File: config.mk
export PLATFORM = sky130hd
export DESIGN_NAME = dfpUnpack32
export DESIGN_NICKNAME = d
export VERILOG_FILES = /design/src/hw/dfpPkg.sv /design/src/hw/dfpComboDecode.sv /design/src/hw/dpdDecletDecode.sv /design/src/hw/dfpUnpackAssemble.sv /design/src/hw/dfpUnpack32.sv
export SDC_FILE = /design/constraint.sdc
export NUM_CORES = 1
export LEC_CHECK = 0
export ABC_AREA = 1
export BUFFER_PORTS_ARGS = -buffer_cell sky130_fd_sc_hd__buf_2
export CAP_MARGIN = 10
export CORE_MARGIN = 8
export CORE_UTILIZATION = 46
export CTS_BUF_LIST = sky130_fd_sc_hd__clkbuf_4 sky130_fd_sc_hd__clkbuf_8
export CTS_CLUSTER_DIAMETER = 60
export DETAILED_ROUTE_END_ITERATION = 10
export MAX_ROUTING_LAYER = met4
export PLACE_DENSITY = 0.71
export SETUP_SLACK_MARGIN = 0.02
export SLEW_MARGIN = 5
export SYNTH_ARGS = -nofsm -noshare
export SYNTH_HDL_FRONTEND = slang
export SYNTH_SLANG_ARGS = --single-unit
File: constraint.sdc
create_clock -name clk -period 1.2 [get_ports clk]
set_clock_uncertainty 0.1 [all_clocks]
set_input_delay 0.24 -clock clk [delete_from_list [all_inputs] [get_ports clk]]
set_output_delay 0.24 -clock clk [all_outputs]
set_load 0.005 [all_outputs]
File: src/hw/dfpPkg.sv
// Shared constants for the decimal32 DPD unpacker
// Field widths of the packed word, declet count and the special
// combination-field codes that mark infinity and NaN

package dfpPkg;

  // ====================
  // Packed operand layout
  // ====================

  // Whole decimal32 word: sign, combination, exponent continuation, declets
  localparam int WordWidth = 32;

  // Combination field sits just below the sign bit
  localparam int ComboWidth = 5;

  // Exponent continuation follows the combination field
  localparam int ExpContWidth = 6;

  // Biased exponent after the two high bits are pulled out of the combo field
  localparam int ExpWidth = 8;

  // ====================
  // Coefficient layout
  // ====================

  // Trailing coefficient is made of this many 10-bit declets
  localparam int NumDeclets = 2;

  // One declet packs three decimal digits
  localparam int DecletWidth = 10;

  // Every unpacked digit is plain BCD
  localparam int DigitWidth = 4;

  // Three digits per declet plus the leading digit from the combo field,
  // which gives seven BCD digits for decimal32
  localparam int SigWidth = DigitWidth * (3 * NumDeclets + 1);

  // ====================
  // Special values
  // ====================

  // All ones in the combination field marks a NaN of either kind
  localparam logic [ComboWidth-1:0] ComboNan = 5'b11111;

  // Infinity keeps the low combo bit clear
  localparam logic [ComboWidth-1:0] ComboInf = 5'b11110;

endpackage

File: src/hw/dfpComboDecode.sv
// Stage 1 of the unpacker
// Splits the packed decimal32 word, interprets the combination field
// and registers sign, exponent, leading digit, class flags and declets

`timescale 1ns/100ps

module dfpComboDecode (
  input  logic                                         clk,
  input  logic                                         reset,
  input  logic                                         inValid,
  input  logic [dfpPkg::WordWidth-1:0]                 inWord,
  output logic                                         s1Valid,
  output logic                                         s1Sign,
  output logic [dfpPkg::ExpWidth-1:0]                  s1Exp,
  output logic [dfpPkg::DigitWidth-1:0]                s1Lead,
  output logic                                         s1Nan,
  output logic                                         s1Qnan,
  output logic                                         s1Snan,
  output logic                                         s1Inf,
  output logic [dfpPkg::NumDeclets*dfpPkg::DecletWidth-1:0] s1Declets
);

  import dfpPkg::*;

  // ====================
  // Field split
  // ====================

  logic                                  sign;
  logic [ComboWidth-1:0]                 combo;
  logic [ExpContWidth-1:0]               expCont;
  logic [NumDeclets*DecletWidth-1:0]     declets;
  logic                                  largeLead;

  // Sign is the top bit, then the combination field, then the exponent
  // continuation, and the declets fill the rest down to bit 0
  assign sign    = inWord[WordWidth-1];
  assign combo   = inWord[WordWidth-2 -: ComboWidth];
  assign expCont = inWord[WordWidth-2-ComboWidth -: ExpContWidth];
  assign declets = inWord[NumDeclets*DecletWidth-1:0];

  // Combo bits 4:3 both set means the leading digit is 8 or 9 and the
  // exponent high bits move down to combo bits 2:1
  assign largeLead = (combo[4:3] == 2'b11);

  // ====================
  // Stage 1 register
  // ====================

  // Valid strobe follows the input one cycle later
  always_ff @(posedge clk) begin
    if (reset) begin
      s1Valid <= 1'b0;
    end else begin
      s1Valid <= inValid;
    end
  end

  // Payload loads with the strobe and holds between operands
  always_ff @(posedge clk) begin
    if (inValid) begin
      s1Sign    <= sign;
      s1Exp     <= {(largeLead ? combo[2:1] : combo[4:3]), expCont};
      // Large leading digit keeps only its low bit in the combo field
      s1Lead    <= largeLead ? {3'b100, combo[0]} : {1'b0, combo[2:0]};
      s1Nan     <= (combo == ComboNan);
      // Top continuation bit tells a signalling NaN from a quiet one
      s1Snan    <= (combo == ComboNan) && expCont[ExpContWidth-1];
      s1Qnan    <= (combo == ComboNan) && !expCont[ExpContWidth-1];
      s1Inf     <= (combo == ComboInf);
      s1Declets <= declets;
    end
  end

  // A strobed operand must be fully driven, otherwise the flags and
  // digits downstream turn to X three cycles later
  inWordKnown: assert property (@(posedge clk) disable iff (reset)
    inValid |-> !$isunknown(inWord));

endmodule

File: src/hw/dpdDecletDecode.sv
// Stage 2 lane of the unpacker
// Turns one 10-bit densely packed decimal declet into three registered
// BCD digits, hundreds digit in the top nibble

`timescale 1ns/100ps

module dpdDecletDecode (
  input  logic                              clk,
  input  logic                              reset,
  input  logic                              decValid,
  input  logic [dfpPkg::DecletWidth-1:0]    declet,
  output logic                              digitsValid,
  output logic [3*dfpPkg::DigitWidth-1:0]   digits
);

  import dfpPkg::*;

  // ====================
  // DPD to BCD mapping
  // ====================

  logic [DigitWidth-1:0] hundreds;
  logic [DigitWidth-1:0] tens;
  logic [DigitWidth-1:0] units;

  // Bit 3 clear means all three digits are 0 to 7 and sit in plain
  // three-bit groups. Bit 3 set picks a large-digit case by bits 2:1,
  // and bits 6:5 break the tie when two or three digits are large.
  // A large digit is 8 or 9, so only its low bit is carried in the declet
  always_comb begin
    hundreds = {1'b0, declet[9:7]};
    tens     = {1'b0, declet[6:4]};
    units    = {1'b0, declet[2:0]};
    if (declet[3]) begin
      case (declet[2:1])
        // Units digit large
        2'b00: begin
          units = {3'b100, declet[0]};
        end
        // Tens digit large, its small bits move into the units slot
        2'b01: begin
          tens  = {3'b100, declet[4]};
          units = {1'b0, declet[6:5], declet[0]};
        end
        // Hundreds digit large, its small bits move into the units slot
        2'b10: begin
          hundreds = {3'b100, declet[7]};
          units    = {1'b0, declet[9:8], declet[0]};
        end
        default: begin
          case (declet[6:5])
            // Hundreds and tens large
            2'b00: begin
              hundreds = {3'b100, declet[7]};
              tens     = {3'b100, declet[4]};
              units    = {1'b0, declet[9:8], declet[0]};
            end
            // Hundreds and units large
            2'b01: begin
              hundreds = {3'b100, declet[7]};
              tens     = {1'b0, declet[9:8], declet[4]};
              units    = {3'b100, declet[0]};
            end
            // Tens and units large
            2'b10: begin
              tens  = {3'b100, declet[4]};
              units = {3'b100, declet[0]};
            end
            // All three large. Bits 9:8 are don't-care in this pattern
            default: begin
              hundreds = {3'b100, declet[7]};
              tens     = {3'b100, declet[4]};
              units    = {3'b100, declet[0]};
            end
          endcase
        end
      endcase
    end
  end

  // ====================
  // Lane register
  // ====================

  always_ff @(posedge clk) begin
    if (reset) begin
      digitsValid <= 1'b0;
    end else begin
      digitsValid <= decValid;
    end
  end

  // Digits load with the strobe and hold otherwise
  always_ff @(posedge clk) begin
    if (decValid) begin
      digits <= {hundreds, tens, units};
    end
  end

  // Any declet, canonical or not, must decode to valid BCD
  digitsAreBcd: assert property (@(posedge clk) disable iff (reset)
    decValid |=> (digits[11:8] <= 4'd9) && (digits[7:4] <= 4'd9)
                 && (digits[3:0] <= 4'd9));

endmodule

File: src/hw/dfpUnpackAssemble.sv
// Stage 3 of the unpacker
// Lines the stage-1 fields up with the lane digits, builds the seven-digit
// BCD coefficient and registers the complete unpacked result

`timescale 1ns/100ps

module dfpUnpackAssemble (
  input  logic                                           clk,
  input  logic                                           reset,
  input  logic                                           laneValid,
  input  logic [dfpPkg::NumDeclets*3*dfpPkg::DigitWidth-1:0] laneDigits,
  input  logic                                           s1Sign,
  input  logic [dfpPkg::ExpWidth-1:0]                    s1Exp,
  input  logic [dfpPkg::DigitWidth-1:0]                  s1Lead,
  input  logic                                           s1Nan,
  input  logic                                           s1Qnan,
  input  logic                                           s1Snan,
  input  logic                                           s1Inf,
  output logic                                           outValid,
  output logic                                           outSign,
  output logic [dfpPkg::ExpWidth-1:0]                    outExp,
  output logic [dfpPkg::SigWidth-1:0]                    outSig,
  output logic                                           outNan,
  output logic                                           outQnan,
  output logic                                           outSnan,
  output logic                                           outInf
);

  import dfpPkg::*;

  // ====================
  // Stage 2 pass-through
  // ====================

  logic                  s2Sign;
  logic [ExpWidth-1:0]   s2Exp;
  logic [DigitWidth-1:0] s2Lead;
  logic                  s2Nan;
  logic                  s2Qnan;
  logic                  s2Snan;
  logic                  s2Inf;

  // Stage-1 fields already hold between operands, so a plain one-cycle
  // delay keeps them aligned with whatever the lanes captured
  always_ff @(posedge clk) begin
    s2Sign <= s1Sign;
    s2Exp  <= s1Exp;
    s2Lead <= s1Lead;
    s2Nan  <= s1Nan;
    s2Qnan <= s1Qnan;
    s2Snan <= s1Snan;
    s2Inf  <= s1Inf;
  end

  // ====================
  // Output register
  // ====================

  // Coefficient runs leading digit first, then the higher lane down to lane 0
  always_ff @(posedge clk) begin
    if (reset) begin
      outValid <= 1'b0;
      outSign  <= 1'b0;
      outExp   <= '0;
      outSig   <= '0;
      outNan   <= 1'b0;
      outQnan  <= 1'b0;
      outSnan  <= 1'b0;
      outInf   <= 1'b0;
    end else begin
      outValid <= laneValid;
      if (laneValid) begin
        outSign <= s2Sign;
        outExp  <= s2Exp;
        outSig  <= {s2Lead, laneDigits};
        outNan  <= s2Nan;
        outQnan <= s2Qnan;
        outSnan <= s2Snan;
        outInf  <= s2Inf;
      end
    end
  end

  // NaN kind flags come from stage 1 two cycles earlier and must stay
  // exclusive and consistent with the NaN flag after the delay
  outNanKinds: assert property (@(posedge clk) disable iff (reset)
    !(outQnan && outSnan) && (!(outQnan || outSnan) || outNan));

endmodule

File: src/hw/dfpUnpack32.sv
// Top level of the decimal32 DPD unpacker
// Combination-field decoder, one declet lane per declet and the assembler,
// three register stages with a plain valid strobe

`timescale 1ns/100ps

module dfpUnpack32 (
  input  logic                           clk,
  input  logic                           reset,
  input  logic                           inValid,
  input  logic [dfpPkg::WordWidth-1:0]   inWord,
  output logic                           outValid,
  output logic                           outSign,
  output logic [dfpPkg::ExpWidth-1:0]    outExp,
  output logic [dfpPkg::SigWidth-1:0]    outSig,
  output logic                           outNan,
  output logic                           outQnan,
  output logic                           outSnan,
  output logic                           outInf
);

  import dfpPkg::*;

  // Stage 1 results
  logic                              s1Valid;
  logic                              s1Sign;
  logic [ExpWidth-1:0]               s1Exp;
  logic [DigitWidth-1:0]             s1Lead;
  logic                              s1Nan;
  logic                              s1Qnan;
  logic                              s1Snan;
  logic                              s1Inf;
  logic [NumDeclets*DecletWidth-1:0] s1Declets;

  // Stage 2 lane results with lane 0 in the low bits
  logic [NumDeclets-1:0]              laneValid;
  logic [NumDeclets*3*DigitWidth-1:0] laneDigits;

  dfpComboDecode comboDecode (
    .clk       (clk),
    .reset     (reset),
    .inValid   (inValid),
    .inWord    (inWord),
    .s1Valid   (s1Valid),
    .s1Sign    (s1Sign),
    .s1Exp     (s1Exp),
    .s1Lead    (s1Lead),
    .s1Nan     (s1Nan),
    .s1Qnan    (s1Qnan),
    .s1Snan    (s1Snan),
    .s1Inf     (s1Inf),
    .s1Declets (s1Declets)
  );

  // ====================
  // Declet lanes
  // ====================

  for (genvar lane = 0; lane < NumDeclets; lane++) begin : gLane
    dpdDecletDecode decletDecode (
      .clk         (clk),
      .reset       (reset),
      .decValid    (s1Valid),
      .declet      (s1Declets[lane*DecletWidth +: DecletWidth]),
      .digitsValid (laneValid[lane]),
      .digits      (laneDigits[lane*3*DigitWidth +: 3*DigitWidth])
    );
  end

  dfpUnpackAssemble assemble (
    .clk        (clk),
    .reset      (reset),
    .laneValid  (laneValid[0]),
    .laneDigits (laneDigits),
    .s1Sign     (s1Sign),
    .s1Exp      (s1Exp),
    .s1Lead     (s1Lead),
    .s1Nan      (s1Nan),
    .s1Qnan     (s1Qnan),
    .s1Snan     (s1Snan),
    .s1Inf      (s1Inf),
    .outValid   (outValid),
    .outSign    (outSign),
    .outExp     (outExp),
    .outSig     (outSig),
    .outNan     (outNan),
    .outQnan    (outQnan),
    .outSnan    (outSnan),
    .outInf     (outInf)
  );

endmodule

-- Yosys cells after proc, flatten, opt, wreduce, memory -nomap -nowiden
Index checks and enable logic that the tools add are counted.
- eq/ne operators: 11
- multiplexer cells: 20
- reductions and logical operators: 11
- operators with widths (cell ; count):
    4-bit one-hot mux with 2 select lines ; 4
    4-bit two-way mux ; 7
    4-bit one-hot mux with 3 select lines ; 2
    3-bit two-way mux ; 6
    2-bit equality test (second input constant) ; 5
    5-bit equality test (second input constant) ; 2
    2-bit by 1-bit equality test with 1-bit output (second input constant) ; 4
    2-bit logical NOT ; 4
    2-bit OR reduction ; 4
    1-bit logical AND ; 2
    2-bit two-way mux ; 1
    1-bit logical NOT ; 1
- register bits: 122
- input port bits: 35
- output and inout port bits: 42
- word-level logic and storage cells: 72

-- Depth between registers and ports, before layout
- word-level depth: 4
- gate-level depth with buffers: 6
- gate-level depth less buffers: 6

-- Hierarchy
Synthesis repeated with hierarchy kept, for this count alone.
- cells, all modules: 437
- area, all modules: 4381.7 um2
- modules (own cells, without submodules) (module ; times used ; cells each ; area each (um2)):
    dfpUnpackAssemble ; 1 ; 280 ; 2077.0
    dfpComboDecode ; 1 ; 57 ; 1213.7
    dpdDecletDecode ; 2 ; 50 ; 545.5

-- Least setup slack after synthesis
No wires, ideal clock.
- path type: flip-flop to flip-flop
- start: register comboDecode.s1Valid
- end: register gLane[0].decletDecode.digits[0] (netlist bit), enable pin
- library setup time: 0.383 ns
- data arrival time: 0.807 ns
- setup slack: -0.090 ns
- cell stages (with the launch flop): 1
- clock period less this slack: 1.290 ns
- cell sequence: dfxtp_1
- RTL lines (what ; RTL line ; source):
    start: declaration ; dfpComboDecode.sv:12 ; output logic s1Valid,
    start signal: assignment ; dfpComboDecode.sv:55 ; s1Valid <= inValid;
    end signal: assignment ; dpdDecletDecode.sv:96 ; digits <= {hundreds, tens, units};
    end: declaration ; dpdDecletDecode.sv:13 ; output logic [3*dfpPkg::DigitWidth-1:0] digits
No word-level cell between the ends.

-- Final worst setup path
- start: register comboDecode.s1Declets[12] (netlist bit)
- end: register gLane[1].decletDecode.digits[1] (netlist bit) (data pin)
- cells in the longest elaborated chain, start to end: 3
- elaborated cells between the ends (all ways): 5
- RTL lines (what ; RTL line ; source):
    start: declaration ; dfpComboDecode.sv:20 ; output logic [dfpPkg::NumDeclets*dfpPkg::DecletWidth-1:0] s1Declets
    start signal: assignment ; dfpComboDecode.sv:71 ; s1Declets <= declets;
    2-bit equality test, or another cell as far along ; dpdDecletDecode.sv:35 ; case (declet[2:1])
    4-bit one-hot mux with 3 select lines * ; dpdDecletDecode.sv:35 ;
    3-bit two-way mux * ; dpdDecletDecode.sv:34 ; if (declet[3]) begin
    named net gLane[1].decletDecode.units[1] ; dpdDecletDecode.sv:24 ; logic [DigitWidth-1:0] units;
    end signal: assignment ; dpdDecletDecode.sv:96 ;
    end: declaration ; dpdDecletDecode.sv:13 ;
The timed path passes the listed nets; every way through them passes the cells marked *.
A chain may end at the register's enable or synchronous reset.

==> impl_metrics.env <==
export IMPL_setup_viol=11
export IMPL_fin_nets=521
export IMPL_detail_route_antenna_nets=0
export IMPL_status="finished with violations"
export IMPL_port_buffers=76
export IMPL_antenna_found_initial=0
export IMPL_die_w_um=111
export IMPL_grt_pass1_wl_mm=13.2
export IMPL_worst_pin_slew_ps=308
export IMPL_worstRegToRegCells=4
export IMPL_start_util_pct=47.4
export IMPL_cp_arrival_ps=1320
export IMPL_met3_length_um=333
export IMPL_path_class="flip-flop to flip-flop"
export IMPL_cts_buffers=17
export IMPL_crit_buf_inv=0
export IMPL_max_freq_mhz=797
export IMPL_cts_clk_slew_worst_paths_ps=70
export IMPL_violations="setup timing"
export IMPL_critical_path_max_stage_delay_ps=510
export IMPL_crit_cells=4
export IMPL_vias=2883
export IMPL_yosys_most_used_dff="edfxtp_1"
export IMPL_drive_gt1_share_pct=40.7
export IMPL_postSynthCellCount=354
export IMPL_seq_power_share_pct=51.8
export IMPL_peakVddDrop_v=0.000781
export IMPL_power_switching_mw=2.16
export IMPL_cp_top_family="flip-flops"
export IMPL_dpl_hpwl_mm=4.97
export IMPL_die_h_um=111
export IMPL_tritoncts="yes"
export IMPL_clock_path_buffers=2
export IMPL_area_growth_pct=39.1
export IMPL_overflow=0
export IMPL_drtIter0Drc=136
export IMPL_ys_seq_elements=122
export IMPL_power_density_mw_per_mm2=1620
export IMPL_pre_cts_ws_ps=-35.4
export IMPL_fin_cells=607
export IMPL_p_int_mw=7.12
export IMPL_worstPathRequired_ps=1270
export IMPL_hold_path_class="input port to flip-flop"
export IMPL_avgSynthCellArea_um2=11.6
export IMPL_vias_per_cell=4.75
export IMPL_end_kind="flip-flop"
export IMPL_fin_setup_tns_ps=-256
export IMPL_fp_dieArea_mm2=0.0122
export IMPL_cp_slowest_cell="edfxtp_1"
export IMPL_fillers=634
export IMPL_dr_pass1_iters=4
export IMPL_min_period_ps=1260
export IMPL_fin_ws_ps=-55.1
export IMPL_hold_depth=3
export IMPL_hold_violations=0
export IMPL_ys_async_sr_fraction_pct=0
export IMPL_regArea_mm2=0.00311
export IMPL_ys_warn_count=0
export IMPL_top_layer_used="met4"
export IMPL_drv_slew=0
export IMPL_multiInputGateArea_um2=902
export IMPL_grtUsageTotal_pct=13.8
export IMPL_clk_latency_ps=410
export IMPL_gp_congestion=0.907
export IMPL_synth_top_cell_area_share_pct=44.6
export IMPL_yosys_top_cells_area="edfxtp_1, dfxtp_1, nand2_1, a21oi_1, inv_1"
export IMPL_grt_setup_unrepaired="true"
export IMPL_p_leak_nw=2.36
export IMPL_ioPinCount=77
export IMPL_wirelength_met1_mm=3.57
export IMPL_route_met2_wl_mm=4.45
export IMPL_p_clk_share_pct=40.9
export IMPL_row_count=34
export IMPL_relSlewSlack_pct=79.4
export IMPL_swShare_pct=23.3
export IMPL_h_tree_depth=4
export IMPL_detail_route_wl_per_cell_um=14.1
export IMPL_maxCapViolations=0
export IMPL_routed_wl_mm=8.55
export IMPL_ys_seq_area_share_pct=74.3
export IMPL_dp_cells=530
export IMPL_worstPathCellList="nand2_2 > nor2_2 > a21oi_2 > nand3_1"
export IMPL_comb_power_share_pct=7.3
export IMPL_grt_pass1_vias=2816
export IMPL_antenna_cells=0
export IMPL_synthDistinctLibCells=24
export IMPL_synth_edf_count=61
export IMPL_critPathMaxFanout=7
export IMPL_drc_errors=0
export IMPL_startpoint_type="flip-flop"
export IMPL_grt_max_degree=45
export IMPL_syn_nets=389
export IMPL_clock_sinks=122
export IMPL_synth_area_leader_cell="edfxtp_1"
export IMPL_core_mm2=0.00868
export IMPL_cts_root_buf="clkbuf_8"
export IMPL_finalCritPeriodShare_pct=105
export IMPL_synth_area_mm2=0.00411
synth_stat cells (2+ instances only):
master,count
a21oi_1,45
dfxtp_1,61
nand4_1,3
inv_1,21
o21ai_1,2
inv_2,4
nand2_1,101
buf_6,5
nor2_1,16
o22ai_1,2
edfxtp_1,61
nand3_1,11
buf_4,4
buf_2,7
a21boi_0,2
stage by stage:
step / instance area, um2 / power [mW] / hold WS (ps) / utilization (%)
3_3_place_gp: 4600 / 5.32 / 225 / 53.1
4_1_cts: 5430 / 9.25 / 67.1 / 62.6
6_report: 5720 / 9.28 / 96.5 / 65.9
5_1_grt: 5720 / 9.65 / 69.8 / 65.9
2_1_floorplan: 4110 / 5.12 / 223 / -
3_5_place_dp: 4600 / 5.35 / 228 / 53.1
power groups by stage:
stage | sequential, mW | clock, mW | combinational (mW)
detailed placement | 4.88 | 0 | 0.469
finish | 4.81 | 3.80 | 0.673
CTS | 4.80 | 3.88 | 0.572
global placement | 4.87 | 0 | 0.454
global route | 4.83 | 4.08 | 0.740
floorplan | 4.86 | 0 | 0.258
sequential cells by signal (all words and copies together), names as in the netlist, 4 cells and up:
signal / flops
assemble.s2Lead: 4
comboDecode.s1Exp: 8
assemble.s2Exp: 8
comboDecode.s1Declets: 20
assemble.outExp: 8
gLane.decletDecode.digits: 24
assemble.outSig: 28
comboDecode.s1Lead: 4
logic make-up (layout without fill, tap and decap cells):
logic type	count (synthesis)	in the layout	synth area share (%)
AOI/OAI and AO/OA	55	55	7.24
buffers and inverters	43	188	5.48
and+or+nand+nor	134	134	13.0
DFF	122	122	74.3
cell type report:
class	instances	area share, %
Tap cell	108	2.36
Clock inverter	15	3.28
Clock buffer	17	4.09
Sequential cell	122	54.3
Timing Repair Buffer	129	18.3
Multi-Input combinational cell	189	15.8
Inverter	27	1.90
per-layer routing:
metal	GRT usage, %	up-vias
met1	14.2	1345
met5	-	-
met2	22.9	72
li1	-	1445
met4	7.03	0
met3	4.71	21
cells in the final DEF (no fill, tap or decap), types with 7 or more instances in the layout:
| cell type | instances |
|---|---|
| nand2_1 | 97 |
| edfxtp_1 | 61 |
| buf_2 | 51 |
| a21oi_1 | 42 |
| dfxtp_2 | 42 |
| dlygate4sd3_1 | 28 |
| buf_6 | 26 |
| buf_4 | 21 |
| inv_1 | 19 |
| dfxtp_1 | 19 |
| clkbuf_8 | 17 |
| nor2_1 | 13 |
| nand3_1 | 7 |
tightest hold or removal path: stages:
cell    delay [ps]
buf_2          100
inv_1           60
nor2_1         100
final timing paths:
check	from	end	slack, ps
max	comboDecode.s1Declets[12]	gLane[1].decletDecode.digits[1]	-60
min	inWord[28]	comboDecode.s1Lead[2]	100
max reg2reg	comboDecode.s1Declets[12]	gLane[1].decletDecode.digits[1]	-60
min reg2reg	comboDecode.s1Exp[1]	assemble.s2Exp[1]	240
what timing repair did:
| action | CTS | global route |
|---|---|---|
| endpoints found under the hold margin | 28 | 0 |
| hold buffers | 28 | 0 |
| buffers inserted | 7 | 10 |
| endpoints found under the setup margin | 50 | 87 |
| pin swaps | 2 | 8 |
| gates resized for setup | 46 | 44 |
(Power assumes the default switching activity.)
